$ cat src/c64_bus_config.svh
////////////////////////////////////////////////////////////////////////////
// widths, address regions and register offsets of the system bus
// include wherever a module needs a width or a decode constant
////////////////////////////////////////////////////////////////////////////

`ifndef C64_BUS_CONFIG_SVH
`define C64_BUS_CONFIG_SVH

// 1 MHz phase enables out of the 8 MHz clock
`define PHASE_W 3
`define PH1_COUNT 3'd0
`define PH2_COUNT 3'd4

// memory sizes
`define SCRATCH_AW 10
`define MAIN_RAM_AW 16

// top nibble region codes and the load window
`define REGION_SCRATCH 4'h1
`define REGION_REGS 4'h3
`define LOAD_BASE 16'h5000

// register offsets inside region 3
`define REG_OSD 8'h00
`define REG_KBD_LO 8'h04
`define REG_KBD_HI 8'h08
`define REG_MACHINE 8'h0C

`define MACHINE_CTRL_W 7

`endif
$ cat src/c64_bus_pkg.sv
////////////////////////////////////////////////////////////////////////////
// shared types of the system bus and the emulated machine side
// modules use scoped names on ports and a wildcard import in the body
////////////////////////////////////////////////////////////////////////////

`include "c64_bus_config.svh"

package c64_bus_pkg;

  // soft cpu bus side
  typedef logic [31:0] bus_addr_t;
  typedef logic [31:0] bus_data_t;
  typedef logic [3:0] byte_strb_t;
  typedef logic [7:0] byte_t;

  // emulated machine side
  typedef logic [`MAIN_RAM_AW-1:0] main_addr_t;

  // bit 0 enables the overlay, bit 1 selects the short window
  typedef logic [1:0] osd_ctrl_t;

  typedef logic [63:0] kbd_mask_t;

  // bit 0 releases the core reset
  typedef logic [`MACHINE_CTRL_W-1:0] machine_ctrl_t;

  // ready state machine of the bus
  typedef enum logic [1:0] {
    IDLE,
    WAIT_LOAD,
    ACK
  } bus_state_e;

endpackage

$ cat src/ctrl_regs.sv
////////////////////////////////////////////////////////////////////////////
// machine control registers in region 3: overlay control, keyboard mask
// and machine control. writes need all four strobes
////////////////////////////////////////////////////////////////////////////

`include "c64_bus_config.svh"

module ctrl_regs (
  input  logic                         clk_8mhz,
  input  logic                         rst,
  input  logic                         reg_sel,
  input  c64_bus_pkg::byte_t           reg_offset,
  input  c64_bus_pkg::bus_data_t       mem_wdata,
  input  c64_bus_pkg::byte_strb_t      mem_wstrb,
  output c64_bus_pkg::osd_ctrl_t       osd_ctrl,
  output c64_bus_pkg::kbd_mask_t       kbd_mask,
  output c64_bus_pkg::machine_ctrl_t   machine_ctrl,
  output c64_bus_pkg::bus_data_t       reg_rdata
);

  import c64_bus_pkg::*;

  logic word_wr;

  // partial strobes are dropped
  assign word_wr = reg_sel && (mem_wstrb == '1);

  always_ff @(posedge clk_8mhz) begin
    if (rst) begin
      osd_ctrl     <= '0;
      kbd_mask     <= '0;
      machine_ctrl <= '0;
    end else if (word_wr) begin
      case (reg_offset)
        `REG_OSD: begin
          osd_ctrl <= mem_wdata[$bits(osd_ctrl_t)-1:0];
        end
        `REG_KBD_LO: begin
          kbd_mask[31:0] <= mem_wdata;
        end
        `REG_KBD_HI: begin
          kbd_mask[63:32] <= mem_wdata;
        end
        `REG_MACHINE: begin
          machine_ctrl <= mem_wdata[`MACHINE_CTRL_W-1:0];
        end
        default: begin
        end
      endcase
    end
  end

  // only the machine register reads back
  always_comb begin
    if (reg_offset == `REG_MACHINE) begin
      reg_rdata = {{(32-`MACHINE_CTRL_W){1'b0}}, machine_ctrl};
    end else begin
      reg_rdata = '0;
    end
  end

endmodule

$ cat config.mk
export PLATFORM = sky130hd
export DESIGN_NAME = ctrl_regs
export DESIGN_NICKNAME = d
export VERILOG_FILES = /design/src/c64_bus_pkg.sv /design/src/ctrl_regs.sv
export VERILOG_INCLUDE_DIRS = /design/src
export SDC_FILE = /design/constraint.sdc
export NUM_CORES = 1
export LEC_CHECK = 0
export ABC_AREA = 1
export ABC_CLOCK_PERIOD_IN_PS = 1900
export BUFFER_PORTS_ARGS = -buffer_cell sky130_fd_sc_hd__buf_2
export CAP_MARGIN = 20
export CORE_ASPECT_RATIO = 1.4
export CORE_MARGIN = 8
export CORE_UTILIZATION = 30
export CTS_CLUSTER_SIZE = 10
export DETAILED_ROUTE_END_ITERATION = 12
export HOLD_SLACK_MARGIN = 0.05
export PLACE_DENSITY = 0.62
export SLEW_MARGIN = 25
export SYNTH_ARGS = -nofsm -noshare
export SYNTH_HDL_FRONTEND = slang
export SYNTH_SLANG_ARGS = --single-unit
export TNS_END_PERCENT = 10
$ cat constraint.sdc
create_clock -name clk_8mhz -period 1.9 [get_ports clk_8mhz]
set_input_delay 0.095 -clock clk_8mhz [delete_from_list [all_inputs] [get_ports clk_8mhz]]
set_output_delay 0.095 -clock clk_8mhz [all_outputs]
set_load 0.1 [all_outputs]
* After elaboration in Yosys (flattened, before gate mapping)
Cells that the tools add are included.
Word-level totals: flip-flop bits (word level) 73, input port bits 47, output and inout port bits 105, word-level logic and storage cells 15
Cells by class: equality and inequality tests 4, muxes and demuxes 1, reduce and logical (&&, ||, !) cells 6
Operators with widths (number):
- $eq 8x4->1 const B | 2
- $eq 8x3->1 const B | 1
- $logic_not 8->1 | 1
- $reduce_and 2->1 | 4
- $mux 7 | 1
- $eq 4x4->1 const B | 1
- $logic_and 1x1->1 | 1

* Longest topological paths before layout
depth after elaboration 3, depth in mapped cells 8, mapped depth without buffers 7

* Worst setup path before layout
Ideal clock, no wire load.
path type reg2out, from register machine_ctrl[0], to output reg_rdata[0], arrival time 2.330 ns, data required time 1.805 ns, path slack -0.525 ns, cell stages (with the launch flop) 3, buffers on the path 0, cell sequence dfxtp_1 inv_1 nor2_1
On the way: cells in the longest elaborated chain, start to end 1
Ends and longest elaborated chain:
- start: declaration | RTL line ctrl_regs.sv:17 | output c64_bus_pkg::machine_ctrl_t machine_ctrl,
- start signal: assignment | RTL line ctrl_regs.sv:45 | machine_ctrl <= mem_wdata[`MACHINE_CTRL_W-1:0];
- $mux 7 | RTL line ctrl_regs.sv:55 | if (reg_offset == `REG_MACHINE) begin
- end: declaration | RTL line ctrl_regs.sv:18 | output c64_bus_pkg::bus_data_t reg_rdata
Every way passes these cells.

* Final worst setup path
from register machine_ctrl[5], to output machine_ctrl[5]
No word-level cell between the ends.

==> metrics.md <==
| Metric | Value |
|---|---|
| Max cap viols | `0` |
| Pin slew with the least headroom to its limit | `between 0.5 and 0.6 ns` |
| Total I/O pin count | `152` |
| First-pass GRT wire length | `15290 um` |
| Synth-to-Final Area Change | `29.35%` |
| Pwr per Cell Area | `795.7 nW/um^2` |
| Commonest non-fill, non-tap cell in the layout | `buf_2` |
| Reg clk slew, reported paths | `0.06 ns` |
| Outcome | `finished, final reports clean` |
| Starting DRT DRC Count | `around 190` |
| Multi-input logic area | `between 1500 and 2000 um^2` |
| Max incr delay on CP | `0.44 ns` |
| DRC errors left | `0` |
| Comb pwr share | `11.2%` |
| Post-synthesis sequential area ratio | `41.76%` |
| # rows | `46` |
| Peak Freq | `813.9 MHz` |
| Wire per inst | `13.04 um` |
| Worst Path Buf+Inv | `1` |
| Hold WS | `0.1035 ns` |
| Synth Warn # | `0` |
| CTS H-tree lvls | `3` |
| Post-Route WL | `9848 um` |
| Startpoint types | `flip-flop` |
| CP endpoint kind | `primary output` |
| Net Switching | `979.8 uW` |
| Placed Area | `roughly 4200 um^2` |
| Number of distinct library cells after synthesis | `16` |
| TNS Setup | `0 ns` |
| Die height | `143.8 um` |
| Final core occ | `between 30% and 40%` |
| # hold bufs at CTS | `0` |
| Syn Inst Count | `about 500` |
| Core footprint | `11340 um^2` |
| Net count, final | `653` |
| RSZ-0062 raised after global routing | `false` |
| Sink Count | `73` |
| Setup bufs post-CTS | `0` |
| Syn_area_per_cell | `7.041 um^2` |
| Crit Path Max Fanout | `3` |
| FF/Latch Area | `between 1000 and 1500 um^2` |
| GRT Util Overall | `between 10% and 20%` |
| Clk_lat worst skew | `0.32 ns` |
| Post-layout min period | `1.229 ns` |
| Leading cell types in the layout, fill and taps excluded | `buf_2 (119), nand2_1 (79), nor2_1 (77)` |
| CTS Buf Count | `9` |
| CTS tree | `yes` |
| Antenna Cells | `0` |
| Final worst slack | `0.6713 ns` |
| Slew Limit Fails | `0` |
| Post-CTS Resized | `0` |
| Final setup viols | `0` |
| CP cell instances | `buf_2` |
| CP Class | `reg2out` |
| GR Overflow Total | `0` |
| Post-Syn Area | `approximately 3500 um^2` |
| DIE AREA | `15430 um^2` |
| Worst hold path type | `in2reg` |
| Vias per inst | `between 4 and 5` |
| Longest Clk Path Bufs | `2` |
| DRT Pass-1 Iters | `4` |
| Placer congestion estimate | `0.8303` |
| Antenna Nets Post-Route | `0` |
| Fin area | `4527 um^2` |
| Hpwl dp | `roughly 7400 um` |
| Post-Place Setup Slack | `0.4445 ns` |
| Final clock skew | `0 ns` |
| Clk pwr share | `46.3%` |
| Critical path required time | `1.80 ns` |
| Worst Path Arrival | `1.13 ns` |
| Slowest CP cell | `buf_2` |
| DR vias | `~3300` |
| Initial antenna violation count | `0` |
| Top delay family on crit path | `buffers and inverters` |
| Synthesis-stage register bit count | `73` |
| Int Pwr | `2.622 mW` |
| Vias in the first global route | `around 3100` |
| Max VDD drop | `0.4224 mV` |
| Sw Ratio | `27.20%` |
| Share of layout cells above drive strength 1 | `around 27%` |
| CTS root buf | `clkbuf_16` |
| Final Cycle Share | `between 60 and 70%` |
| Hold Fails Final Rpt | `0` |
| Slew margin rel. | `65.38%` |
| Initial Util | `30.87%` |
| Leakage power | `2.245 nW` |
| Seq pwr share | `42.5%` |
| Die width | `approximately 110 um` |
| Largest net degree at the start of global routing | `62` |
| Fill cell count | `1225` |
| I/O Buffers | `126` |
[cell type report]
class / instances / share of cell area [%]
clock inverters: 6 / 1.520
well taps: 144 / 3.980
repair buffers: 135 / 19.13
flip-flops and latches: 73 / 32.28
inverters: 44 / 3.648
multi-input cells: 343 / 34.38
clock buffers: 10 / 5.058
[path summary, 6_finish.rpt]
kind | start | end | slack, ns | cells past startpoint
max | machine_ctrl[5] | machine_ctrl[5] | 0.67 | 1
max reg2reg | kbd_mask[41] | kbd_mask[41] | 1.28 | 2
min reg2reg | kbd_mask[15] | kbd_mask[15] | 0.47 | 2
min | mem_wdata[9] | kbd_mask[9] | 0.10 | 5
[power by group through the flow]
stage | clock, mW | sequential [mW] | combinational (mW)
floorplan | 0 | 1.57 | 0.361
global placement | 0 | 1.56 | 0.399
detailed placement | 0 | 1.56 | 0.402
CTS | 1.72 | 1.53 | 0.402
global route | 1.79 | 1.53 | 0.429
finish | 1.67 | 1.53 | 0.403
[through the flow]
step                instances  total power [mW]
finish                    755             3.602
global route              755             3.752
CTS                       755             3.648
detailed placement        739             1.966
global placement          739             1.964
floorplan                 521             1.928
[routing by layer]
| layer | wire [um] | GRT usage, % | vias to the layer above |
|---|---|---|---|
| met3 | 808 | 4.213 | 12 |
| li1 | - | - | 1738 |
| met1 | 4196 | 14.34 | 1480 |
| met5 | 0 | 0 | - |
| met2 | 4691 | 19.90 | 117 |
| met4 | 152 | 5.130 | 0 |
[worst register-to-register path, stage by stage, from the launching register on]
cell     delay [ns]
dfxtp_1        0.31
a21oi_1        0.14
nor2_1         0.07
[cells in the mapped netlist, drive strengths merged]
library cell	count	share of area [%]
a21oi	73	10
buf	61	12
conb	1	0.11
dfxtp	73	42
inv	44	4.7
nand2	80	8.8
nand3	74	11
nor2	91	11
[logic make-up (layout without fill, tap and decap cells)]
| kind of cell | after synthesis | count (layout) | share of synthesized area (%) |
|---|---|---|---|
| AO/OA/AOI/OAI | 73 | 73 | 10.44 |
| AND/OR/NAND/NOR | 245 | 245 | 30.50 |
| flip-flops | 73 | 73 | 41.76 |
| other | 1 | 25 | 0.1072 |
| buffers and inverters | 105 | 195 | 17.20 |
[state kept, by name (all words and copies together) (netlist names)]
signal,cells
kbd_mask,64
machine_ctrl,7
osd_ctrl,2
Power figures use the tool's default switching activity.
