**src/c64_bus_config.svh**
```systemverilog
////////////////////////////////////////////////////////////////////////////
// widths, address regions and register offsets of the system bus
// include wherever a module needs a width or a decode constant
////////////////////////////////////////////////////////////////////////////

`ifndef C64_BUS_CONFIG_SVH
`define C64_BUS_CONFIG_SVH

// 1 MHz phase enables out of the 8 MHz clock
`define PHASE_W 3
`define PH1_COUNT 3'd0
`define PH2_COUNT 3'd4

// memory sizes
`define SCRATCH_AW 10
`define MAIN_RAM_AW 16

// top nibble region codes and the load window
`define REGION_SCRATCH 4'h1
`define REGION_REGS 4'h3
`define LOAD_BASE 16'h5000

// register offsets inside region 3
`define REG_OSD 8'h00
`define REG_KBD_LO 8'h04
`define REG_KBD_HI 8'h08
`define REG_MACHINE 8'h0C

`define MACHINE_CTRL_W 7

`endif
```
**src/phase_gen.sv**
```systemverilog
////////////////////////////////////////////////////////////////////////////
// 1 MHz ph1/ph2 enables from the 8 MHz clock and the phase-aligned core
// reset, so the machine always starts on a ph1 after release
////////////////////////////////////////////////////////////////////////////

`include "c64_bus_config.svh"

module phase_gen (
  input  logic clk_8mhz,
  input  logic rst,
  input  logic core_run,
  output logic ph1_en,
  output logic ph2_en,
  output logic core_rst
);

  logic [`PHASE_W-1:0] phase_cnt;

  always_ff @(posedge clk_8mhz) begin
    if (rst) begin
      phase_cnt <= '0;
    end else begin
      phase_cnt <= phase_cnt + 1'b1;
    end
  end

  assign ph1_en = (phase_cnt == `PH1_COUNT);
  assign ph2_en = (phase_cnt == `PH2_COUNT);

  // only moves at ph2, the next enable the core sees is ph1
  always_ff @(posedge clk_8mhz) begin
    if (rst) begin
      core_rst <= 1'b1;
    end else if (ph2_en) begin
      core_rst <= ~core_run;
    end
  end

  a_phase_excl : assert property (@(posedge clk_8mhz) disable iff (rst) !(ph1_en && ph2_en));

endmodule

```
**config.mk**
```make
export PLATFORM = sky130hd
export DESIGN_NAME = phase_gen
export DESIGN_NICKNAME = d
export VERILOG_FILES = /design/src/phase_gen.sv
export VERILOG_INCLUDE_DIRS = /design/src
export SDC_FILE = /design/constraint.sdc
export NUM_CORES = 1
export LEC_CHECK = 0
export BUFFER_PORTS_ARGS = -buffer_cell sky130_fd_sc_hd__buf_2
export CAP_MARGIN = 20
export CORE_AREA = 2 2 39 41
export CTS_BUF_LIST = sky130_fd_sc_hd__clkbuf_8
export CTS_CLUSTER_DIAMETER = 150
export CTS_CLUSTER_SIZE = 12
export DETAILED_ROUTE_END_ITERATION = 7
export DIE_AREA = 0 0 41 43
export REMOVE_ABC_BUFFERS = 1
export SLEW_MARGIN = 25
export SYNTH_ARGS = -nofsm -noshare
export SYNTH_HDL_FRONTEND = slang
export SYNTH_SLANG_ARGS = --single-unit
```
**constraint.sdc**
```tcl
create_clock -name clk_8mhz -period 1.3 [get_ports clk_8mhz]
set_input_delay 0.195 -clock clk_8mhz [delete_from_list [all_inputs] [get_ports clk_8mhz]]
set_output_delay 0.195 -clock clk_8mhz [all_outputs]
set_load 0.05 [all_outputs]
```
* After elaboration in Yosys (flattened, before gate mapping)
Cells that the tools add are included.
W data, S select, Z words.
** Cells by class
- Add/subtract/negate cells :: 1
- Bitwise operators :: 1
- Equality and inequality tests :: 1
- Reduce and logical (&&, ||, !) cells :: 1
** Operator list (number)
- $add A3 B1 Y3 const B :: 1
- $eq A3 B3 Y1 const B :: 1
- $logic_not A3 Y1 :: 1
- $not A1 Y1 :: 1
** Word-level totals
- Flip-flop bits (word level) :: 4
- Word-level logic and storage cells :: 6
- Input port bits :: 3
- Output and inout bits :: 3

* Depth between registers and ports, before layout
Gate-level depths: netlist of the first run.
- Word-level depth :: 1
- Depth in mapped cells :: 4
- Mapped depth without buffers :: 4

* Worst setup path after synthesis of the first run
OpenSTA, ideal clock, no wires.
- Kind :: flip-flop to flip-flop
- Start :: reg phase_cnt[0]
- End :: reg core_rst
- Buffers on the path :: 0
- Library setup time :: 0.120 ns
- Data arrival time :: 1.021 ns
- Cell stages (with the launch flop) :: 5
- Slack :: 0.159 ns
- Clock period less this slack :: 1.141 ns
- Cells stage by stage :: dfxtp_1 > inv_1 > ha_1 > and2_4 > o31a_1
** On the way
- Word-level cells in the longest chain between the ends :: 1
** RTL lines
- from (decl) :: RTL line phase_gen.sv:17 : logic [`PHASE_W-1:0] phase_cnt;
- from (signal assigned) :: RTL line phase_gen.sv:23 : phase_cnt <= phase_cnt + 1'b1;
- $eq A3 B3 Y1 (no line)
- via ph2_en :: RTL line phase_gen.sv:13 : output logic ph2_en,
- to (signal assigned) :: RTL line phase_gen.sv:35 : core_rst <= ~core_run;
- to (decl) :: RTL line phase_gen.sv:14 : output logic core_rst
The timed path passes the listed nets, and every way through them passes these cells.
A chain may end at the register's enable or synchronous reset.

* Worst setup path after layout of the first run
- Start :: reg phase_cnt[0]
- End :: out ph1_en
** On the way
- Word-level cells in the longest chain between the ends :: 1
** RTL lines
- $logic_not A3 Y1 (no line)
- to (decl) :: RTL line phase_gen.sv:12 : output logic ph1_en,
No other way between the ends.

==> impl_metrics.env, run 1 <==
export IMPL_status="completed"
export IMPL_yosys_area_top_type_share_pct=47.1
export IMPL_first_global_vias=137
export IMPL_clkPwrFrac_pct=53.1
export IMPL_avgSynthCellArea_sq_um=10.6
export IMPL_arrival_ns=1.07
export IMPL_synthTopCellsByCount="dfxtp_1, ha_1, inv_1, nor2_1"
export IMPL_met1_length_microns=144
export IMPL_vias=139
export IMPL_cp_data_required_time_ns=1.11
export IMPL_swShare_pct=23.0
export IMPL_muxShareOfSynthArea_pct=0
export IMPL_final_area_sq_um=299
export IMPL_grt_max_degree=6
export IMPL_drt_wl_total_microns=315
export IMPL_drv_cap=0
export IMPL_final_antenna_net_count=0
export IMPL_route_met2_wl_microns=127
export IMPL_cts_sinks=4
export IMPL_ctsLongestPathBuffers=2
export IMPL_yosys_warnings=0
export IMPL_worst_pin_slew_ns=0.248
export IMPL_h_tree_depth=1
export IMPL_drive_gt1_share_pct=61.5
export IMPL_powerDensity_nw_per_um2=1620
export IMPL_core_region_area_sq_um=1380
export IMPL_netlist_area_sq_um=170
export IMPL_wl_per_cell_microns=7.50
export IMPL_yosysUniqueCellTypes=10
export IMPL_synth_edf_count=0
export IMPL_io_buffers=5
export IMPL_yosysTopAreaCell="dfxtp_1"
export IMPL_overflow=0
export IMPL_clk_pin_slew_ns=0.03
export IMPL_power_share_combinational_pct=18.3
export IMPL_synth_xor_area_share_pct=5.15
export IMPL_insertedDiodeCount=0
export IMPL_r2r_setup_slack_ns=0.30
export IMPL_power_switching_mw=0.111
export IMPL_period_needed_ns=1.27
export IMPL_grt_antenna_before_repair=0
export IMPL_fmax_mhz=788
export IMPL_dr_wl_met3_microns=42
export IMPL_drtPass1Iterations=1
export IMPL_grt_pass1_wl_microns=524
export IMPL_finalCritPeriodShare_pct=97.6
export IMPL_cts_buffers=3
export IMPL_via_per_inst=3.31
export IMPL_synthFlopType="dfxtp_1"
export IMPL_synth_cells=16
export IMPL_rows=14
export IMPL_leakage_nw=0.129
export IMPL_p_int_mw=0.374
export IMPL_placed_area_sq_um=215
export IMPL_fin_skew_ns=0.00410
export IMPL_cp_max_fo=3
export IMPL_finalWeightedCongestion=0.541
export IMPL_setup_viol=0
export IMPL_chipHeight_microns=43
export IMPL_drtIter0Drc=0
export IMPL_maxUsedRoutingLayer="met3"
export IMPL_cts_tree="yes"
export IMPL_cts_root_buffer="clkbuf_8"
export IMPL_finish_net_count=33
export IMPL_die_area_sq_um=1760
export IMPL_hold_path_class="in -> reg"
export IMPL_peakVddDrop_mv=0.589
export IMPL_synthTopCellsByArea="dfxtp_1, ha_1, and2_4"
export IMPL_syn2layout_area_growth_pct=75.7
export IMPL_seq_area_frac_synth_pct=47.1
export IMPL_drc_errors=0
export IMPL_clk_latency_ns=0.22
export IMPL_io_pins=6
export IMPL_async_flop_share_pct=0
export IMPL_final_core_util_pct=21.6
export IMPL_synth_top_family_by_area="simple AND/OR/NAND/NOR gates"
export IMPL_grtUsageTotal_pct=4.72
export IMPL_die_w_microns=41
export IMPL_synth_adder_area_share_pct=14.7
export IMPL_synth_most_common_cell="dfxtp_1"
export IMPL_ys_ff_latch=4
export IMPL_synth_compound_area_share_pct=5.15
export IMPL_maxSlewViolCount=0
export IMPL_hold_viol_final=0
export IMPL_p_seq_share_pct=28.7
export IMPL_crit_type="reg -> out"
export IMPL_n_fill_cell=154
export IMPL_cp_start_kind="flop"
export IMPL_worstSetupEndpointType="output port"
export IMPL_initial_core_util_pct=12.3
export IMPL_slew_headroom_pct=83.6
export IMPL_synth_simple_area_share_pct=23.5
## routing by layer
layer	GRT usage, %	vias up
met1	5.14	61
met5	0	-
li1	-	71
met2	5.63	7
met3	6.81	0
met4	0	0
## flip-flops by register name (all words and copies together) (netlist names)
signal,cells
core_rst,1
phase_cnt,3
## cells by family (layout without fill, tap and decap cells)
| kind of cell | after synthesis | in the layout |
|---|---|---|
| XOR/XNOR | 1 | 1 |
| AND/OR/NAND/NOR | 6 | 6 |
| buffers and inverters | 2 | 12 |
| flip-flops | 4 | 4 |
| AO/OA/AOI/OAI | 1 | 1 |
| adder cells (fa/ha/maj) | 2 | 2 |
## worst max-delay path: stages, from the launching register on
cell     delay, ns
dfxtp_2       0.31
inv_1         0.05
ha_4          0.16
and2b_2       0.20
buf_8         0.15
## placed cells by master, fill, tap and decap left out
cell type and count:
dfxtp_2 2, clkbuf_8 3, buf_2 3, inv_1 1, and2b_2 1, nor2_1 2
dfxtp_1 2, inv_2 1, ha_1 1, ha_4 1, o31a_1 1, nand4b_1 1
xnor2_1 1, nor2b_1 1, and2_4 1, buf_8 1, buf_4 3
## cell type report
class	count	area, sq um	area share [%]
multi-input combinational	10	95.1	31.8
clock buffer	3	41.3	13.8
sequential	4	82.6	27.6
timing repair buffer	7	52.6	17.6
inverter	2	7.51	2.51
tap	16	20.0	6.69
## per-stage QoR
step | power [mW] | TNS, ns | instances | setup WS (ns) | hold slack (ns)
floorplan | 0.186 | 0 | 16 | 0.159 | 0.262
global placement | 0.199 | 0 | 37 | 0.113 | 0.414
detailed placement | 0.201 | 0 | 37 | 0.0915 | 0.423
CTS | 0.482 | 0 | 41 | 0.00588 | 0.187
global route | 0.516 | -0.0000645 | 42 | -0.0000645 | 0.217
finish | 0.485 | 0 | 42 | 0.0316 | 0.190
## power by group through the flow
stage / clock network [mW] / registers [mW] / logic (mW)
after floorplan: 0 / 0.141 / 0.0449
after detailed placement: 0 / 0.140 / 0.0611
after global routing: 0.280 / 0.140 / 0.0966
after global placement: 0 / 0.139 / 0.0599
after CTS: 0.266 / 0.138 / 0.0781
final: 0.257 / 0.139 / 0.0886
## final timing paths
path	start	to	cells after the start
setup / recovery	phase_cnt[0]	ph1_en	4
hold / removal	rst	phase_cnt[0]	2
setup reg to reg	phase_cnt[0]	core_rst	4
hold reg to reg	core_rst	core_rst	1
## repair_timing
action / CTS / global route
hold buffers: 0 / 0
buffers inserted: 1 / 1
gates resized for setup: 7 / 2
endpoints found under the setup margin: 2 / 2
pin swaps: 0 / 1
No activity file was read; power rests on OpenSTA's default activity.
==> inputs of run 2 (changes only) <==
Settings changed: SETUP_SLACK_MARGIN set to 0.15.
==> impl_metrics.env, run 2 (synthesized netlist as in run 1, its figures left out) <==
export IMPL_drv_cap=0
export IMPL_rows=14
export IMPL_rsz0062_at_grt="yes"
export IMPL_peakVddDrop_mv=0.589
export IMPL_wl_per_cell_microns=7.46
export IMPL_setup_viol=0
export IMPL_grtUsageTotal_pct=4.92
export IMPL_finalCritPeriodShare_pct=97.0
export IMPL_cp_max_fo=3
export IMPL_status="completed"
export IMPL_hp_start="rst"
export IMPL_worst_pin_slew_ns=0.248
export IMPL_cts_tree="yes"
export IMPL_cts_hold_buf=0
export IMPL_cp_data_required_time_ns=1.11
export IMPL_drive_gt1_share_pct=64.0
export IMPL_fmax_mhz=793
export IMPL_cts_buffers=3
export IMPL_first_global_vias=144
export IMPL_hold_viol_final=0
export IMPL_cp_start_kind="flop"
export IMPL_ctsLongestPathBuffers=2
export IMPL_crit_type="reg -> out"
export IMPL_h_tree_depth=1
export IMPL_io_pins=6
export IMPL_die_w_microns=41
export IMPL_chipHeight_microns=43
export IMPL_core_region_area_sq_um=1380
export IMPL_cts_root_buffer="clkbuf_8"
export IMPL_grt_antenna_before_repair=0
export IMPL_finalWeightedCongestion=0.541
export IMPL_clk_pin_slew_ns=0.03
export IMPL_powerDensity_nw_per_um2=1630
export IMPL_hold_path_class="in -> reg"
export IMPL_initial_core_util_pct=12.3
export IMPL_drc_errors=0
export IMPL_final_setup_tns_ns=0
export IMPL_leakage_nw=0.124
export IMPL_use_met1_pct=5.14
export IMPL_grt_busiest_layer="met3"
export IMPL_via_per_inst=3.29
export IMPL_worstSetupStartpoint="phase_cnt[1]"
export IMPL_finish_net_count=32
export IMPL_insertedDiodeCount=0
export IMPL_fin_skew_ns=0.00404
export IMPL_vias=135
export IMPL_final_core_util_pct=21.3
export IMPL_regMostFlops="phase_cnt"
export IMPL_io_buffers=5
export IMPL_timing_rr_start="phase_cnt[1]"
export IMPL_grt_use_met2_pct=6.25
export IMPL_arrival_ns=1.07
export IMPL_grt_pass1_wl_microns=545
export IMPL_die_area_sq_um=1760
export IMPL_clk_latency_ns=0.22
export IMPL_drtIter0Drc=1
export IMPL_grt_use_met3_pct=6.81
export IMPL_grt_max_degree=6
export IMPL_worstSetupEndpointType="output port"
export IMPL_drtPass1Iterations=4
export IMPL_syn2layout_area_growth_pct=73.5
export IMPL_drt_wl_total_microns=306
export IMPL_overflow=0
export IMPL_final_cell_mix="clkbuf_8, buf_2"
export IMPL_largest_reg_flops=3
export IMPL_final_antenna_net_count=0
export IMPL_period_needed_ns=1.26
export IMPL_reg_top3="phase_cnt (3), core_rst (1)"
export IMPL_slew_headroom_pct=83.6
export IMPL_maxSlewViolCount=0
export IMPL_cts_sinks=4
[run 2: path summary, 6_finish.rpt]
check                      end  slack [ns]  cells after the start
setup / recovery        ph1_en        0.04                      4
hold / removal    phase_cnt[0]        0.19                      2
setup reg to reg      core_rst        0.30                      4
hold reg to reg       core_rst        0.47                      1
[run 2: area by class of cell]
| type | count | area, sq um |
|---|---|---|
| sequential | 4 | 82.6 |
| fill | 152 | 1090 |
| tap | 16 | 20.0 |
| clock buffer | 3 | 41.3 |
| inverter | 2 | 7.51 |
| multi-input combinational | 10 | 95.1 |
| timing repair buffer | 6 | 48.8 |
[run 2: through the flow]
step                      setup slack, ns  std cells  total power, mW  area [sq um]  hold slack (ns)
after floorplan                     0.159         16            0.186           170            0.262
after global routing              0.00811         41            0.512           295            0.217
after global placement              0.113         37            0.199           215            0.414
after detailed placement           0.0915         37            0.201           215            0.423
final                              0.0391         41            0.481           295            0.191
after CTS                          0.0262         41            0.490           295            0.187
[run 2: timing repair]
action	4_1_cts	5_1_grt
resized for setup	11	0
endpoints found under the setup margin	2	2
pin swaps	1	1
setup buffers	1	0
endpoints found under the hold margin	0	0
[run 2: power by group]
part	switching [mW]	internal, mW	leakage [nW]
clock network	0.0603	0.197	0.0216
logic	0.0445	0.0397	0.0691
registers	0.00586	0.133	0.0334
total	0.111	0.370	0.124
[run 2: critical path, cell delays in order, from the launching register on]
cell and delay (ns):
dfxtp_2 0.32, inv_2 0.04, ha_4 0.15, and2b_2 0.20, buf_8 0.15
[run 2: routing by layer]
| layer | vias up | wire length, microns |
|---|---|---|
| li1 | 70 | - |
| met1 | 58 | 144 |
| met2 | 7 | 120 |
| met3 | 0 | 41 |
| met4 | 0 | 0 |
| met5 | - | 0 |
