### src/c64_bus_config.svh
////////////////////////////////////////////////////////////////////////////
// widths, address regions and register offsets of the system bus
// include wherever a module needs a width or a decode constant
////////////////////////////////////////////////////////////////////////////

`ifndef C64_BUS_CONFIG_SVH
`define C64_BUS_CONFIG_SVH

// 1 MHz phase enables out of the 8 MHz clock
`define PHASE_W 3
`define PH1_COUNT 3'd0
`define PH2_COUNT 3'd4

// memory sizes
`define SCRATCH_AW 10
`define MAIN_RAM_AW 16

// top nibble region codes and the load window
`define REGION_SCRATCH 4'h1
`define REGION_REGS 4'h3
`define LOAD_BASE 16'h5000

// register offsets inside region 3
`define REG_OSD 8'h00
`define REG_KBD_LO 8'h04
`define REG_KBD_HI 8'h08
`define REG_MACHINE 8'h0C

`define MACHINE_CTRL_W 7

`endif
### src/c64_bus_pkg.sv
////////////////////////////////////////////////////////////////////////////
// shared types of the system bus and the emulated machine side
// modules use scoped names on ports and a wildcard import in the body
////////////////////////////////////////////////////////////////////////////

`include "c64_bus_config.svh"

package c64_bus_pkg;

  // soft cpu bus side
  typedef logic [31:0] bus_addr_t;
  typedef logic [31:0] bus_data_t;
  typedef logic [3:0] byte_strb_t;
  typedef logic [7:0] byte_t;

  // emulated machine side
  typedef logic [`MAIN_RAM_AW-1:0] main_addr_t;

  // bit 0 enables the overlay, bit 1 selects the short window
  typedef logic [1:0] osd_ctrl_t;

  typedef logic [63:0] kbd_mask_t;

  // bit 0 releases the core reset
  typedef logic [`MACHINE_CTRL_W-1:0] machine_ctrl_t;

  // ready state machine of the bus
  typedef enum logic [1:0] {
    IDLE,
    WAIT_LOAD,
    ACK
  } bus_state_e;

endpackage

### src/bus_ctrl.sv
////////////////////////////////////////////////////////////////////////////
// system bus control: region decode, ready generation and read data mux
// immediate regions ack one cycle after valid, load writes wait for ph1
////////////////////////////////////////////////////////////////////////////

`include "c64_bus_config.svh"

module bus_ctrl (
  input  logic                   clk_8mhz,
  input  logic                   rst,
  input  logic                   mem_valid,
  input  c64_bus_pkg::bus_addr_t  mem_addr,
  input  c64_bus_pkg::byte_strb_t mem_wstrb,
  input  logic                   load_done,
  input  c64_bus_pkg::bus_data_t  scratch_rdata,
  input  c64_bus_pkg::bus_data_t  reg_rdata,
  output logic                   scratch_sel,
  output logic                   reg_sel,
  output logic                   load_sel,
  output logic                   mem_ready,
  output c64_bus_pkg::bus_data_t  mem_rdata
);

  import c64_bus_pkg::*;

  bus_state_e state;
  bus_state_e state_nxt;

  logic hit_scratch;
  logic hit_regs;
  logic hit_load;
  logic new_req;

  ////////////////////////////////////////////////////////////////////////////
  // region decode
  ////////////////////////////////////////////////////////////////////////////

  assign hit_scratch = (mem_addr[31:28] == `REGION_SCRATCH);
  assign hit_regs    = (mem_addr[31:28] == `REGION_REGS);

  // reads of the load window fall through to the unmapped path
  assign hit_load = (mem_addr[31:16] == `LOAD_BASE) && (mem_wstrb != '0);

  // a request is taken once, in IDLE
  assign new_req = (state == IDLE) && mem_valid;

  assign scratch_sel = new_req && hit_scratch;
  assign reg_sel     = new_req && hit_regs;
  assign load_sel    = (state == WAIT_LOAD);

  ////////////////////////////////////////////////////////////////////////////
  // ready state machine
  ////////////////////////////////////////////////////////////////////////////

  always_comb begin
    state_nxt = state;
    case (state)
      IDLE: begin
        if (mem_valid) begin
          state_nxt = hit_load ? WAIT_LOAD : ACK;
        end
      end
      WAIT_LOAD: begin
        // ack rides the ph1 cycle that ends the byte write
        if (load_done) begin
          state_nxt = IDLE;
        end
      end
      ACK: begin
        state_nxt = IDLE;
      end
      default: begin
        state_nxt = IDLE;
      end
    endcase
  end

  always_ff @(posedge clk_8mhz) begin
    if (rst) begin
      state <= IDLE;
    end else begin
      state <= state_nxt;
    end
  end

  assign mem_ready = (state == ACK) || (load_sel && load_done);

  // unmapped and load accesses read zero
  always_comb begin
    if (hit_scratch) begin
      mem_rdata = scratch_rdata;
    end else if (hit_regs) begin
      mem_rdata = reg_rdata;
    end else begin
      mem_rdata = '0;
    end
  end

  a_ready_valid : assert property (@(posedge clk_8mhz) disable iff (rst) mem_ready |-> mem_valid);

endmodule

### config.mk
export PLATFORM = sky130hd
export DESIGN_NAME = bus_ctrl
export DESIGN_NICKNAME = d
export VERILOG_FILES = /design/src/c64_bus_pkg.sv /design/src/bus_ctrl.sv
export VERILOG_INCLUDE_DIRS = /design/src
export SDC_FILE = /design/constraint.sdc
export NUM_CORES = 1
export LEC_CHECK = 0
export BUFFER_PORTS_ARGS = -buffer_cell sky130_fd_sc_hd__buf_2
export CORE_UTILIZATION = 18
export CTS_CLUSTER_SIZE = 12
export DETAILED_ROUTE_END_ITERATION = 10
export MAX_ROUTING_LAYER = met4
export PLACE_DENSITY = 0.78
export SYNTH_ARGS = -nofsm -noshare
export SYNTH_HDL_FRONTEND = slang
export SYNTH_SLANG_ARGS = --single-unit
### constraint.sdc
create_clock -name clk_8mhz -period 1.25 [get_ports clk_8mhz]
set_input_delay 0.125 -clock clk_8mhz [delete_from_list [all_inputs] [get_ports clk_8mhz]]
set_output_delay 0.125 -clock clk_8mhz [all_outputs]
set_load 0.05 [all_outputs]
# Word-level counts from Yosys, hierarchy flattened
# Index checks and enable logic that the tools add are counted.
# word_totals
register_bits,2
in_bits,104
out_inout_bits,36
wordCells,23
# classes
n_eq_ne,7
muxes,6
reduce_logical,9
# ops
operator,count
$mux W32,2
$eq A16 B15 Y1 const B,1
$mux W2,3
$logic_and A1 B1 Y1,5
$eq A4 B1 Y1 const B,1
$eq A4 B2 Y1 const B,1
$ne A2 B2 Y1 const B,2
$pmux W2 S2,1
$reduce_bool A4 Y1,1
$eq A2 B1 Y1 const B,1
$eq A2 B2 Y1 const B,1
$logic_not A2 Y1,1
$reduce_and A2 Y1,1
$logic_or A1 B1 Y1,1

# Depth between registers and ports, before layout
# Gate-level depths: netlist of the first run.
# logic_depth
ltp_word,5
ltp_mapped,4
mapped_depth_nobuf,3

# Worst setup path before layout of the first run
# OpenSTA, ideal clock, no wires.
# synth_path
path_type,in2out
startpoint,input port mem_addr[31]
endpoint,output port mem_rdata[0]
t_arrival_ps,1422
t_required_ps,1125
path_slack_ps,-297
stages,4
n_path_buf,1
path_cell_list,nand2b_1 -> nor3_1 -> clkbuf_1 -> a22o_1
# synth_between
elab_chain_len,3
elab_cells_between_ends,4
classes_between,2 x eq/ne; 2 x mux
# synth_lines
item,line_no,rtl
start: declaration,bus_ctrl.sv:12,"input c64_bus_pkg::bus_addr_t mem_addr,"
$eq A4 B2 Y1 (no source line),--,
$mux W32,bus_ctrl.sv:92,end else if (hit_regs) begin
$mux W32 *,bus_ctrl.sv:90,if (hit_scratch) begin
end: declaration,bus_ctrl.sv:21,output c64_bus_pkg::bus_data_t mem_rdata
# Mark *: on every way between the ends. The rest lies on a longest branch, timed or not.

# Final worst setup path of the first run
# layout_path
startpoint,input port mem_addr[31]
endpoint,output port mem_rdata[6]
# The elaborated chain is that of the path after synthesis.

==> run summary, run 1 <==
syn nets -> 164
Largest stage delay, worst path -> 0.21 ns
DP HPWL -> 2210 um
CTS max path bufs -> 2
Syn-to-layout area delta -> 276%
ranking of synthesized cells by area -> a22o_1 (57%), dfxtp_1 (8.2%), clkbuf_1 (4.6%), nand3b_1 (3.1%), or4_1 (3.1%)
Initial Utilization -> 19.4%
top cells by instance count after synthesis -> a22o_1 (32), clkbuf_1 (6)
Worst EP required -> 1.12 ns
Max Cap Viol -> 0
max reg flops -> 2
WL final -> 3370 um
Final Max Slew Viols -> 0
All-Layer GR Usage -> 18.4%
Pint -> 0.441 mW
area fraction of the dominant cell type after synthesis -> 57.1%
vias in the first global route -> 927
leak pwr -> 0.983 nW
Final period util -> 104%
combinational power share -> 71.5%
die area -> 0.00294 mm^2
status -> complete, but fails checks
cell taking the most area after synthesis -> a22o_1
Largest regs -> state: 2 flops
library cells used by synthesis -> 19
initial antenna violation count -> 0
gpl congestion -> 0.689
Worst EP arrival -> 1.17 ns
Sw Pwr -> 0.292 mW
clk slew on worst S/H paths -> 0.03 ns
Row Count -> 18
crit path max fanout -> 10
DR iter-0 viols -> 12
Crit path top cell by count -> buf_6
Final Util -> 73.1%
port bufs -> 123
worst slack, placed -> -0.240 ns
Antenna Nets Post-Route -> 0
Slew headroom -> 73.6%
Area after DPL -> 0.00126 mm^2
crit path time final -> 1.29 ns
sequential share of power -> 9.3%
grt met2 use -> 33.5%
clk_lat worst skew -> 0.22 ns
Largest Register -> state
critical path's top delay family -> buffers and inverters
CTS Hold Bufs -> 0
Tot Pwr -> 0.732 mW
TritonRoute pass-1 iters -> 4
failing checks -> setup timing
Top FF cell, synth -> dfxtp_1
design area -> 0.00184 mm^2
Clk pwr share -> 19.2%
post-synthesis sequential area ratio -> 8.16%
CP Buf/Inv Count -> 4
crit start category -> primary input
Max H-tree Level -> 1
DR DRC count -> 0
layout cells sized above 1 -> 92.2%
most common cell in the netlist -> a22o_1
total gr overflow -> 0
clock root cell -> clkbuf_4
vias -> 1102
CTS Sinks -> 2
Post-Synthesis Mean Instance Area -> 8.17 um^2
count of state elements after synthesis -> 2
asr flop ratio synth -> 0%
Slowest cell on crit path -> nor3_4
global-route wire length before repair -> 3790 um
Synth Instances -> 60
final worst setup slack -> -0.0448 ns
worst min-delay path category -> in2reg
CP Cell Sequence -> buf_6, nand2b_4, nor3_4, buf_12, clkbuf_16, a22o_2, buf_6
Synthesis Warnings -> 0
Die Width -> 54.2 um
largest net degree at the start of global routing -> 21
critical path class -> in2out
# IOs -> 140
Ant. Diodes -> 0
die span in y -> 54.2 um
Slew @ Worst Pin -> 0.390 ns
CP endpoint kind -> primary output
CORE AREA -> 0.00252 mm^2
CTS Buf Count -> 3
CTS tree -> built
Final Hold Fails -> 0
fin nets -> 299
mapped cell area -> 490 um^2
unrepaired setup endpoints after global routing -> true
drt wl/cell -> 15.1 um
Final Skew -> 0.00375 ns
worst vdd ir -> 0.000452 V
global route hottest layer -> met2
vias per cell -> 4.94
maximum clock rate -> 0.772 GHz
grt met3 use -> 3.67%
Sw Ratio -> 39.8%
met1 Usage GRT -> 19.7%
pwr/cell area -> 397 mW/mm^2
final setup fails -> 25
Post-synth EDFFs -> 0
==> cells in the final DEF, fill, tap and decap left out, drive strengths merged <==
cell type / netlist / final
a22o: 32 / 32
and3: 2 / 2
buf: 0 / 134
clkbuf: 6 / 5
dfxtp: 2 / 2
mux2i: 1 / 1
nand2: 1 / 1
nand2b: 1 / 1
nand3: 1 / 1
nand3b: 2 / 2
nor2: 2 / 2
nor2b: 1 / 1
nor3: 1 / 1
nor3b: 1 / 1
nor4: 1 / 1
nor4b: 1 / 1
o21ba: 1 / 1
o31ai: 1 / 1
or4: 3 / 3
==> logic make-up (layout without fill, tap and decap cells) <==
family,Yosys count,in the layout,share of synthesized area [%]
compound gates,34,34,61.7
simple gates,17,17,23.5
mux,1,1,2.04
buf+inv,6,139,4.59
flops,2,2,8.16
==> power groups by stage <==
stage	Sequential, mW	Clock [mW]	Combinational [mW]
2_1_floorplan	0.0690	0	0.205
3_3_place_gp	0.0694	0	0.389
3_5_place_dp	0.0693	0	0.391
4_1_cts	0.0684	0.150	0.467
5_1_grt	0.0688	0.151	0.553
6_report	0.0685	0.140	0.524
==> timing repair <==
item,in CTS,in global routing
buffers inserted,1,1
pin swaps,3,18
gates resized for setup,90,35
cloned,2,3
endpoints found under the setup margin,35,35
==> path summary, 6_finish.rpt <==
path | start | to | slack (ns) | depth (start not counted)
min | mem_addr[23] | state[0] | 0.18 | 3
max | mem_addr[31] | mem_rdata[6] | -0.04 | 7
min reg2reg | state[0] | state[0] | 0.53 | 2
max reg2reg | state[1] | state[0] | 0.34 | 3
==> layout make-up <==
class | instances | area (um^2)
sequential | 2 | 41.3
fill | 192 | 678
multi-input combinational | 52 | 617
timing repair buffer | 136 | 1130
tap | 30 | 37.5
clock buffer | 3 | 22.5
==> layer usage <==
layer | up-vias | share of wire (%)
met3 | 0 | 9.5
met1 | 499 | 37
li1 | 527 | -
met2 | 76 | 53
met4 | 0 | 0
met5 | - | 0
==> per-stage QoR <==
step | instances | TNS (ns) | hold slack [ns]
global placement | 213 | -6.79 | 0.414
detailed placement | 213 | -7.35 | 0.416
finish | 223 | -0.639 | 0.177
CTS | 219 | -0.808 | 0.177
global route | 223 | -1.89 | 0.188
floorplan | 60 | -2.07 | 0.320
==> tightest hold or removal path, delay by kind of cell <==
kind / cells / cell delay, ns
AND/OR/NAND/NOR: 1 / 0.11
buffers and inverters: 1 / 0.07
AO/OA/AOI/OAI: 1 / 0.05
Note: power is estimated with default switching activity, not from simulation.
==> run 2: changes to the inputs <==
--- a/config.mk
+++ b/config.mk
@@ -10,8 +10,10 @@
 export CORE_UTILIZATION = 18
 export CTS_CLUSTER_SIZE = 12
 export DETAILED_ROUTE_END_ITERATION = 10
+export HOLD_SLACK_MARGIN = 0.08
 export MAX_ROUTING_LAYER = met4
 export PLACE_DENSITY = 0.78
+export SKIP_CTS_REPAIR_TIMING = 1
 export SYNTH_ARGS = -nofsm -noshare
 export SYNTH_HDL_FRONTEND = slang
 export SYNTH_SLANG_ARGS = --single-unit
==> run 2 against run 1 <==
Compared with the run above:
- the run still ends with setup timing left
- first-iteration DRC count is 92% lower
- sequential share of layout area increased by 0.11 points
- sequential cell count did not move
- die area unchanged
- global-route usage shrank 2.7 points
- register-to-register slack about the same
- clock skew is essentially flat
- final cell count down 0.45%
- utilization decreased by 3.4 points
==> run summary, run 2 (same netlist as run 1, synthesis figures left out) <==
Worst EP required -> 1.12 ns (about the same)
clk_lat worst skew -> 0.22 ns (about the same)
pwr/cell area -> 406 mW/mm^2 (+2.1%)
port bufs -> 123 (unchanged)
DR iter-0 viols -> 1 (-11)
worst reg2reg setup slack -> 0.34 ns (about the same)
die area -> 0.00294 mm^2 (unchanged)
Final period util -> 106% (+2.5 points)
crit start category -> primary input
clock root cell -> clkbuf_4
vias -> 1086 (-1.5%)
global-route wire length before repair -> 3310 um (-13%)
crit path time final -> 1.33 ns (+0.0318 ns)
failing checks -> setup timing
gpl congestion -> 0.689 (unchanged)
Hold Crit Endpoint -> state[0]
Final Skew -> 0.00384 ns (+0.0000865 ns)
Largest regs -> state: 2 flops
vias per cell -> 4.89 (-1.0%)
HP Start -> mem_addr[23]
Final Max Slew Viols -> 0 (unchanged)
CP Cell Sequence -> buf_6, nand2b_4, nor3b_4, buf_6, buf_6, a22o_2, buf_8
Antenna Nets Post-Route -> 0 (unchanged)
Syn-to-layout area delta -> 259%
CORE AREA -> 0.00252 mm^2 (unchanged)
unrepaired setup endpoints after global routing -> true
CP endpoint kind -> primary output
WL final -> 3180 um (-5.9%)
Max Cap Viol -> 0 (unchanged)
Reg area -> 41.3 um^2 (unchanged)
Tot Pwr -> 0.714 mW (-2.6%)
final setup fails -> 27 (+8.0%)
Row Count -> 18 (unchanged)
Worst EP arrival -> 1.20 ns (+0.03 ns)
Largest Register -> state
Post-Layout Cell Count -> 222 (-0.45%)
Slew @ Worst Pin -> 0.285 ns (-0.105 ns)
vias in the first global route -> 811 (-13%)
fillers -> 203 (+5.7%)
critical path's top delay family -> buffers and inverters
commonest non-fill, non-tap cell in the layout -> buf_2
worst vdd ir -> 0.000450 V (-0.32%)
Hold Path Stages -> 3 (unchanged)
clk slew on worst S/H paths -> 0.03 ns (about the same)
total gr overflow -> 0 (unchanged)
DR DRC count -> 0 (unchanged)
Crit Reg-Reg Startpoint -> state[1]
critical path class -> in2out
CTS max path bufs -> 2 (unchanged)
Final Hold Fails -> 0 (unchanged)
# IOs -> 140 (unchanged)
Reg2Reg Depth -> 3 (unchanged)
maximum clock rate -> 0.754 GHz (-2.4%)
initial antenna violation count -> 0 (unchanged)
leak pwr -> 0.931 nW (-5.3%)
worst min-delay path category -> in2reg
fin nets -> 298 (-0.33%)
multi-input combinational cell area -> 564 um^2 (-8.5%)
layout cells sized above 1 -> 92.2% (about the same)
CTS tree -> built
Die Width -> 54.2 um (unchanged)
largest net degree at the start of global routing -> 21 (unchanged)
Post-Place Cells -> 213 (unchanged)
reg-to-reg endpoint -> state[0]
DP HPWL -> 2210 um (unchanged)
Slew headroom -> 80.8% (+7.2 points)
commonest non-fill, non-tap cells in the layout -> buf_2 (87), buf_8 (26), a22o_2 (22)
crit path max fanout -> 5 (-5)
Slowest cell on crit path -> nor3b_4
Largest stage delay, worst path -> 0.26 ns (+0.05 ns)
Crit path top cell by count -> buf_6
max reg flops -> 2 (unchanged)
CP Buf/Inv Count -> 4 (unchanged)
Initial Utilization -> 19.4% (unchanged)
status -> complete, but fails checks
worst slack, placed -> -0.240 ns (unchanged)
drt wl/cell -> 14.3 um (-5.5%)
CTS Sinks -> 2 (unchanged)
setup TNS -> -0.735 ns (-0.0962 ns)
Ant. Diodes -> 0 (unchanged)
Hold WS -> 0.177 ns (-0.000307 ns)
final worst setup slack -> -0.0766 ns (-0.0318 ns)
die span in y -> 54.2 um (unchanged)
TritonRoute pass-1 iters -> 3 (-1)
All-Layer GR Usage -> 15.8% (-2.7 points)
CTS Buf Count -> 3 (unchanged)
Max H-tree Level -> 1 (unchanged)
[run 2: cell types whose count changed in the layout (fill, tap and decap cells not counted)]
cell / before / now
a22o_2: 15 / 22
buf_8: 27 / 26
a22o_4: 15 / 8
buf_4: 2 / 3
clkbuf_16: 2 / 1
[run 2: worst min-delay path, stage by stage]
cell,delay [ns]
buf_2,0.07
or4_4,0.11
o31ai_2,0.05
[run 2: area by class of cell]
| class | instances | area share, % |
|---|---|---|
| timing repair buffer | 135 | 62.2 |
| multi-input combinational | 52 | 32.1 |
| sequential | 2 | 2.35 |
| tap | 30 | 2.13 |
| clock buffer | 3 | 1.28 |
[run 2: report_power, final]
part	total, mW	switching [mW]	internal, mW
Combinational	0.504	0.246	0.259
Sequential	0.0685	0.00226	0.0662
Clock	0.141	0.0348	0.106
Total	0.714	0.283	0.431
[run 2: worst max path at each step]
stage	from	end	cells past startpoint
after floorplan	mem_addr[16]	state[1]	3
after global placement	mem_addr[31]	mem_rdata[25]	6
after detailed placement	mem_addr[31]	mem_rdata[7]	6
after CTS	mem_addr[31]	mem_rdata[7]	6
after global routing	mem_addr[31]	mem_rdata[8]	7
final	mem_addr[31]	mem_rdata[8]	7
[run 2: through the flow]
stage,instance area [um^2],util [%]
3_5_place_dp,1260,50.1
4_1_cts,1290,51.0
3_3_place_gp,1260,50.1
2_1_floorplan,571,-
5_1_grt,1760,69.7
6_report,1760,69.7
[run 2: routing by layer]
metal / GRT usage, % / up-vias / share of wire (%)
met5: - / - / 0
met4: 5.13 / 0 / 0
met3: 3.95 / 0 / 9.1
met2: 26.8 / 74 / 53
met1: 17.8 / 488 / 38
li1: - / 524 / -
==> run 3: changes to the inputs <==
--- a/config.mk
+++ b/config.mk
@@ -8,6 +8,7 @@
 export LEC_CHECK = 0
 export BUFFER_PORTS_ARGS = -buffer_cell sky130_fd_sc_hd__buf_2
 export CORE_UTILIZATION = 18
+export CTS_BUF_LIST = sky130_fd_sc_hd__clkbuf_16
 export CTS_CLUSTER_SIZE = 12
 export DETAILED_ROUTE_END_ITERATION = 10
 export HOLD_SLACK_MARGIN = 0.08
@@ -17,3 +18,4 @@
 export SYNTH_ARGS = -nofsm -noshare
 export SYNTH_HDL_FRONTEND = slang
 export SYNTH_SLANG_ARGS = --single-unit
+export TNS_END_PERCENT = 1
==> run 3 against run 2 <==
Compared with the run above:
- the run still ends with setup timing left
- design area shrank 4.8%
- global-route usage is 0.67 points higher
- non-clock buffer count down 5
- register-to-register slack improved by 0.02 ns
- routed wire length shrank 6.2%
- clock-buffer cell count is the same
- sequential power about the same
- largest cell class unchanged
- critical path depth is the same
==> run summary, run 3 (same netlist as run 1, synthesis figures left out) <==
Final Max Slew Viols -> 0 (unchanged)
Worst EP arrival -> 1.22 ns (+0.02 ns)
Slew @ Worst Pin -> 0.277 ns (-0.00798 ns)
global-route wire length before repair -> 3320 um (+0.39%)
Syn-to-layout area delta -> 242%
Post-Place Cells -> 214 (+0.47%)
Initial Utilization -> 19.4% (unchanged)
All-Layer GR Usage -> 16.4% (+0.67 points)
worst min-delay path category -> in2reg
Tot Pwr -> 1.02 mW (+43%)
commonest non-fill, non-tap cell in the layout -> buf_2
gpl congestion -> 0.659 (-4.4%)
Slowest cell on crit path -> buf_4
clk slew on worst S/H paths -> 0.03 ns (about the same)
TritonRoute pass-1 iters -> 4 (+1)
setup TNS -> -0.905 ns (-0.170 ns)
vias per cell -> 4.92 (+0.51%)
vias in the first global route -> 803 (-0.99%)
Final period util -> 108% (+1.8 points)
vias -> 1067 (-1.7%)
crit start category -> primary input
CP endpoint kind -> primary output
largest net degree at the start of global routing -> 21 (unchanged)
Post-Layout Cell Count -> 217 (-2.3%)
Worst EP required -> 1.12 ns (about the same)
worst vdd ir -> 0.000887 V (+97%)
unrepaired setup endpoints after global routing -> true
Largest regs -> state: 2 flops
die area -> 0.00294 mm^2 (unchanged)
# IOs -> 140 (unchanged)
Max H-tree Level -> 1 (unchanged)
total gr overflow -> 0 (unchanged)
final worst setup slack -> -0.0989 ns (-0.0224 ns)
DR DRC count -> 0 (unchanged)
CP Cell Sequence -> buf_6, nand2b_4, buf_6, nor3_4, buf_6, and3_1, buf_4
max reg flops -> 2 (unchanged)
CTS max path bufs -> 2 (unchanged)
clk_lat worst skew -> 0.22 ns (about the same)
pwr/cell area -> 610 mW/mm^2 (+50%)
crit path max fanout -> 13 (+8)
fin nets -> 293 (-1.7%)
initial antenna violation count -> 0 (unchanged)
layout cells sized above 1 -> 91.4% (-0.74 points)
drt wl/cell -> 13.7 um (-4.1%)
DP HPWL -> 2270 um (+2.9%)
clock root cell -> clkbuf_16
Final Util -> 66.4% (-3.3 points)
status -> complete, but fails checks
DR iter-0 viols -> 6 (+5)
Slew headroom -> 81.3% (+0.45 points)
CTS Sinks -> 2 (unchanged)
WL final -> 2980 um (-6.2%)
failing checks -> setup timing
port bufs -> 123 (unchanged)
die span in y -> 54.2 um (unchanged)
final setup fails -> 31 (+15%)
Final Hold Fails -> 0 (unchanged)
CORE AREA -> 0.00252 mm^2 (unchanged)
Antenna Nets Post-Route -> 0 (unchanged)
Crit path top cell by count -> buf_6
CTS Buf Count -> 3 (unchanged)
Largest Register -> state
Row Count -> 18 (unchanged)
leak pwr -> 0.886 nW (-4.8%)
Largest stage delay, worst path -> 0.20 ns (-0.06 ns)
CTS tree -> built
Hold WS -> 0.192 ns (+0.0149 ns)
critical path class -> in2out
maximum clock rate -> 0.741 GHz (-1.7%)
commonest non-fill, non-tap cells in the layout -> buf_2 (87), a22o_2 (27), buf_6 (19), buf_8 (19)
Die Width -> 54.2 um (unchanged)
Ant. Diodes -> 0 (unchanged)
Max Cap Viol -> 0 (unchanged)
crit path time final -> 1.35 ns (+0.0224 ns)
Final Skew -> 0.00145 ns (-0.00239 ns)
[run 3: power by group]
part	leakage [nW]	switching, mW	internal (mW)
sequential	0.0163	0.00224	0.0663
clock	0.0370	0.0686	0.406
combinational	0.833	0.236	0.242
total	0.886	0.307	0.715
[run 3: final timing paths]
path	end	depth (start not counted)	slack (ns)	start
setup reg to reg	state[0]	3	0.36	state[1]
hold reg to reg	state[0]	2	0.56	state[0]
setup / recovery	scratch_sel	7	-0.1	mem_addr[31]
hold / removal	state[0]	3	0.19	mem_addr[23]
[run 3: layout make-up]
cell class	count	area, um^2
sequential	2	40.0
tap	30	37.5
timing repair buffer	130	997
multi-input combinational	52	526
fill	211	847
clock buffer	3	75.1
[run 3: through the flow]
| step | area, um^2 | worst slack (ns) |
|---|---|---|
| after floorplan | 568 | -0.0847 |
| after global placement | 1280 | -0.250 |
| after detailed placement | 1280 | -0.270 |
| after CTS | 1360 | -0.270 |
| after global routing | 1680 | -0.160 |
| final | 1680 | -0.0989 |
[run 3: layer usage]
layer	routed length, um	GRT usage, %
met5	0	-
met3	390	5.65
met4	13	6.41
met1	1060	17.5
met2	1520	27.6
[run 3: critical path, delay by kind of cell]
family	cells	cell delay [ns]
buffers and inverters	4	0.60
AND/OR/NAND/NOR	3	0.50
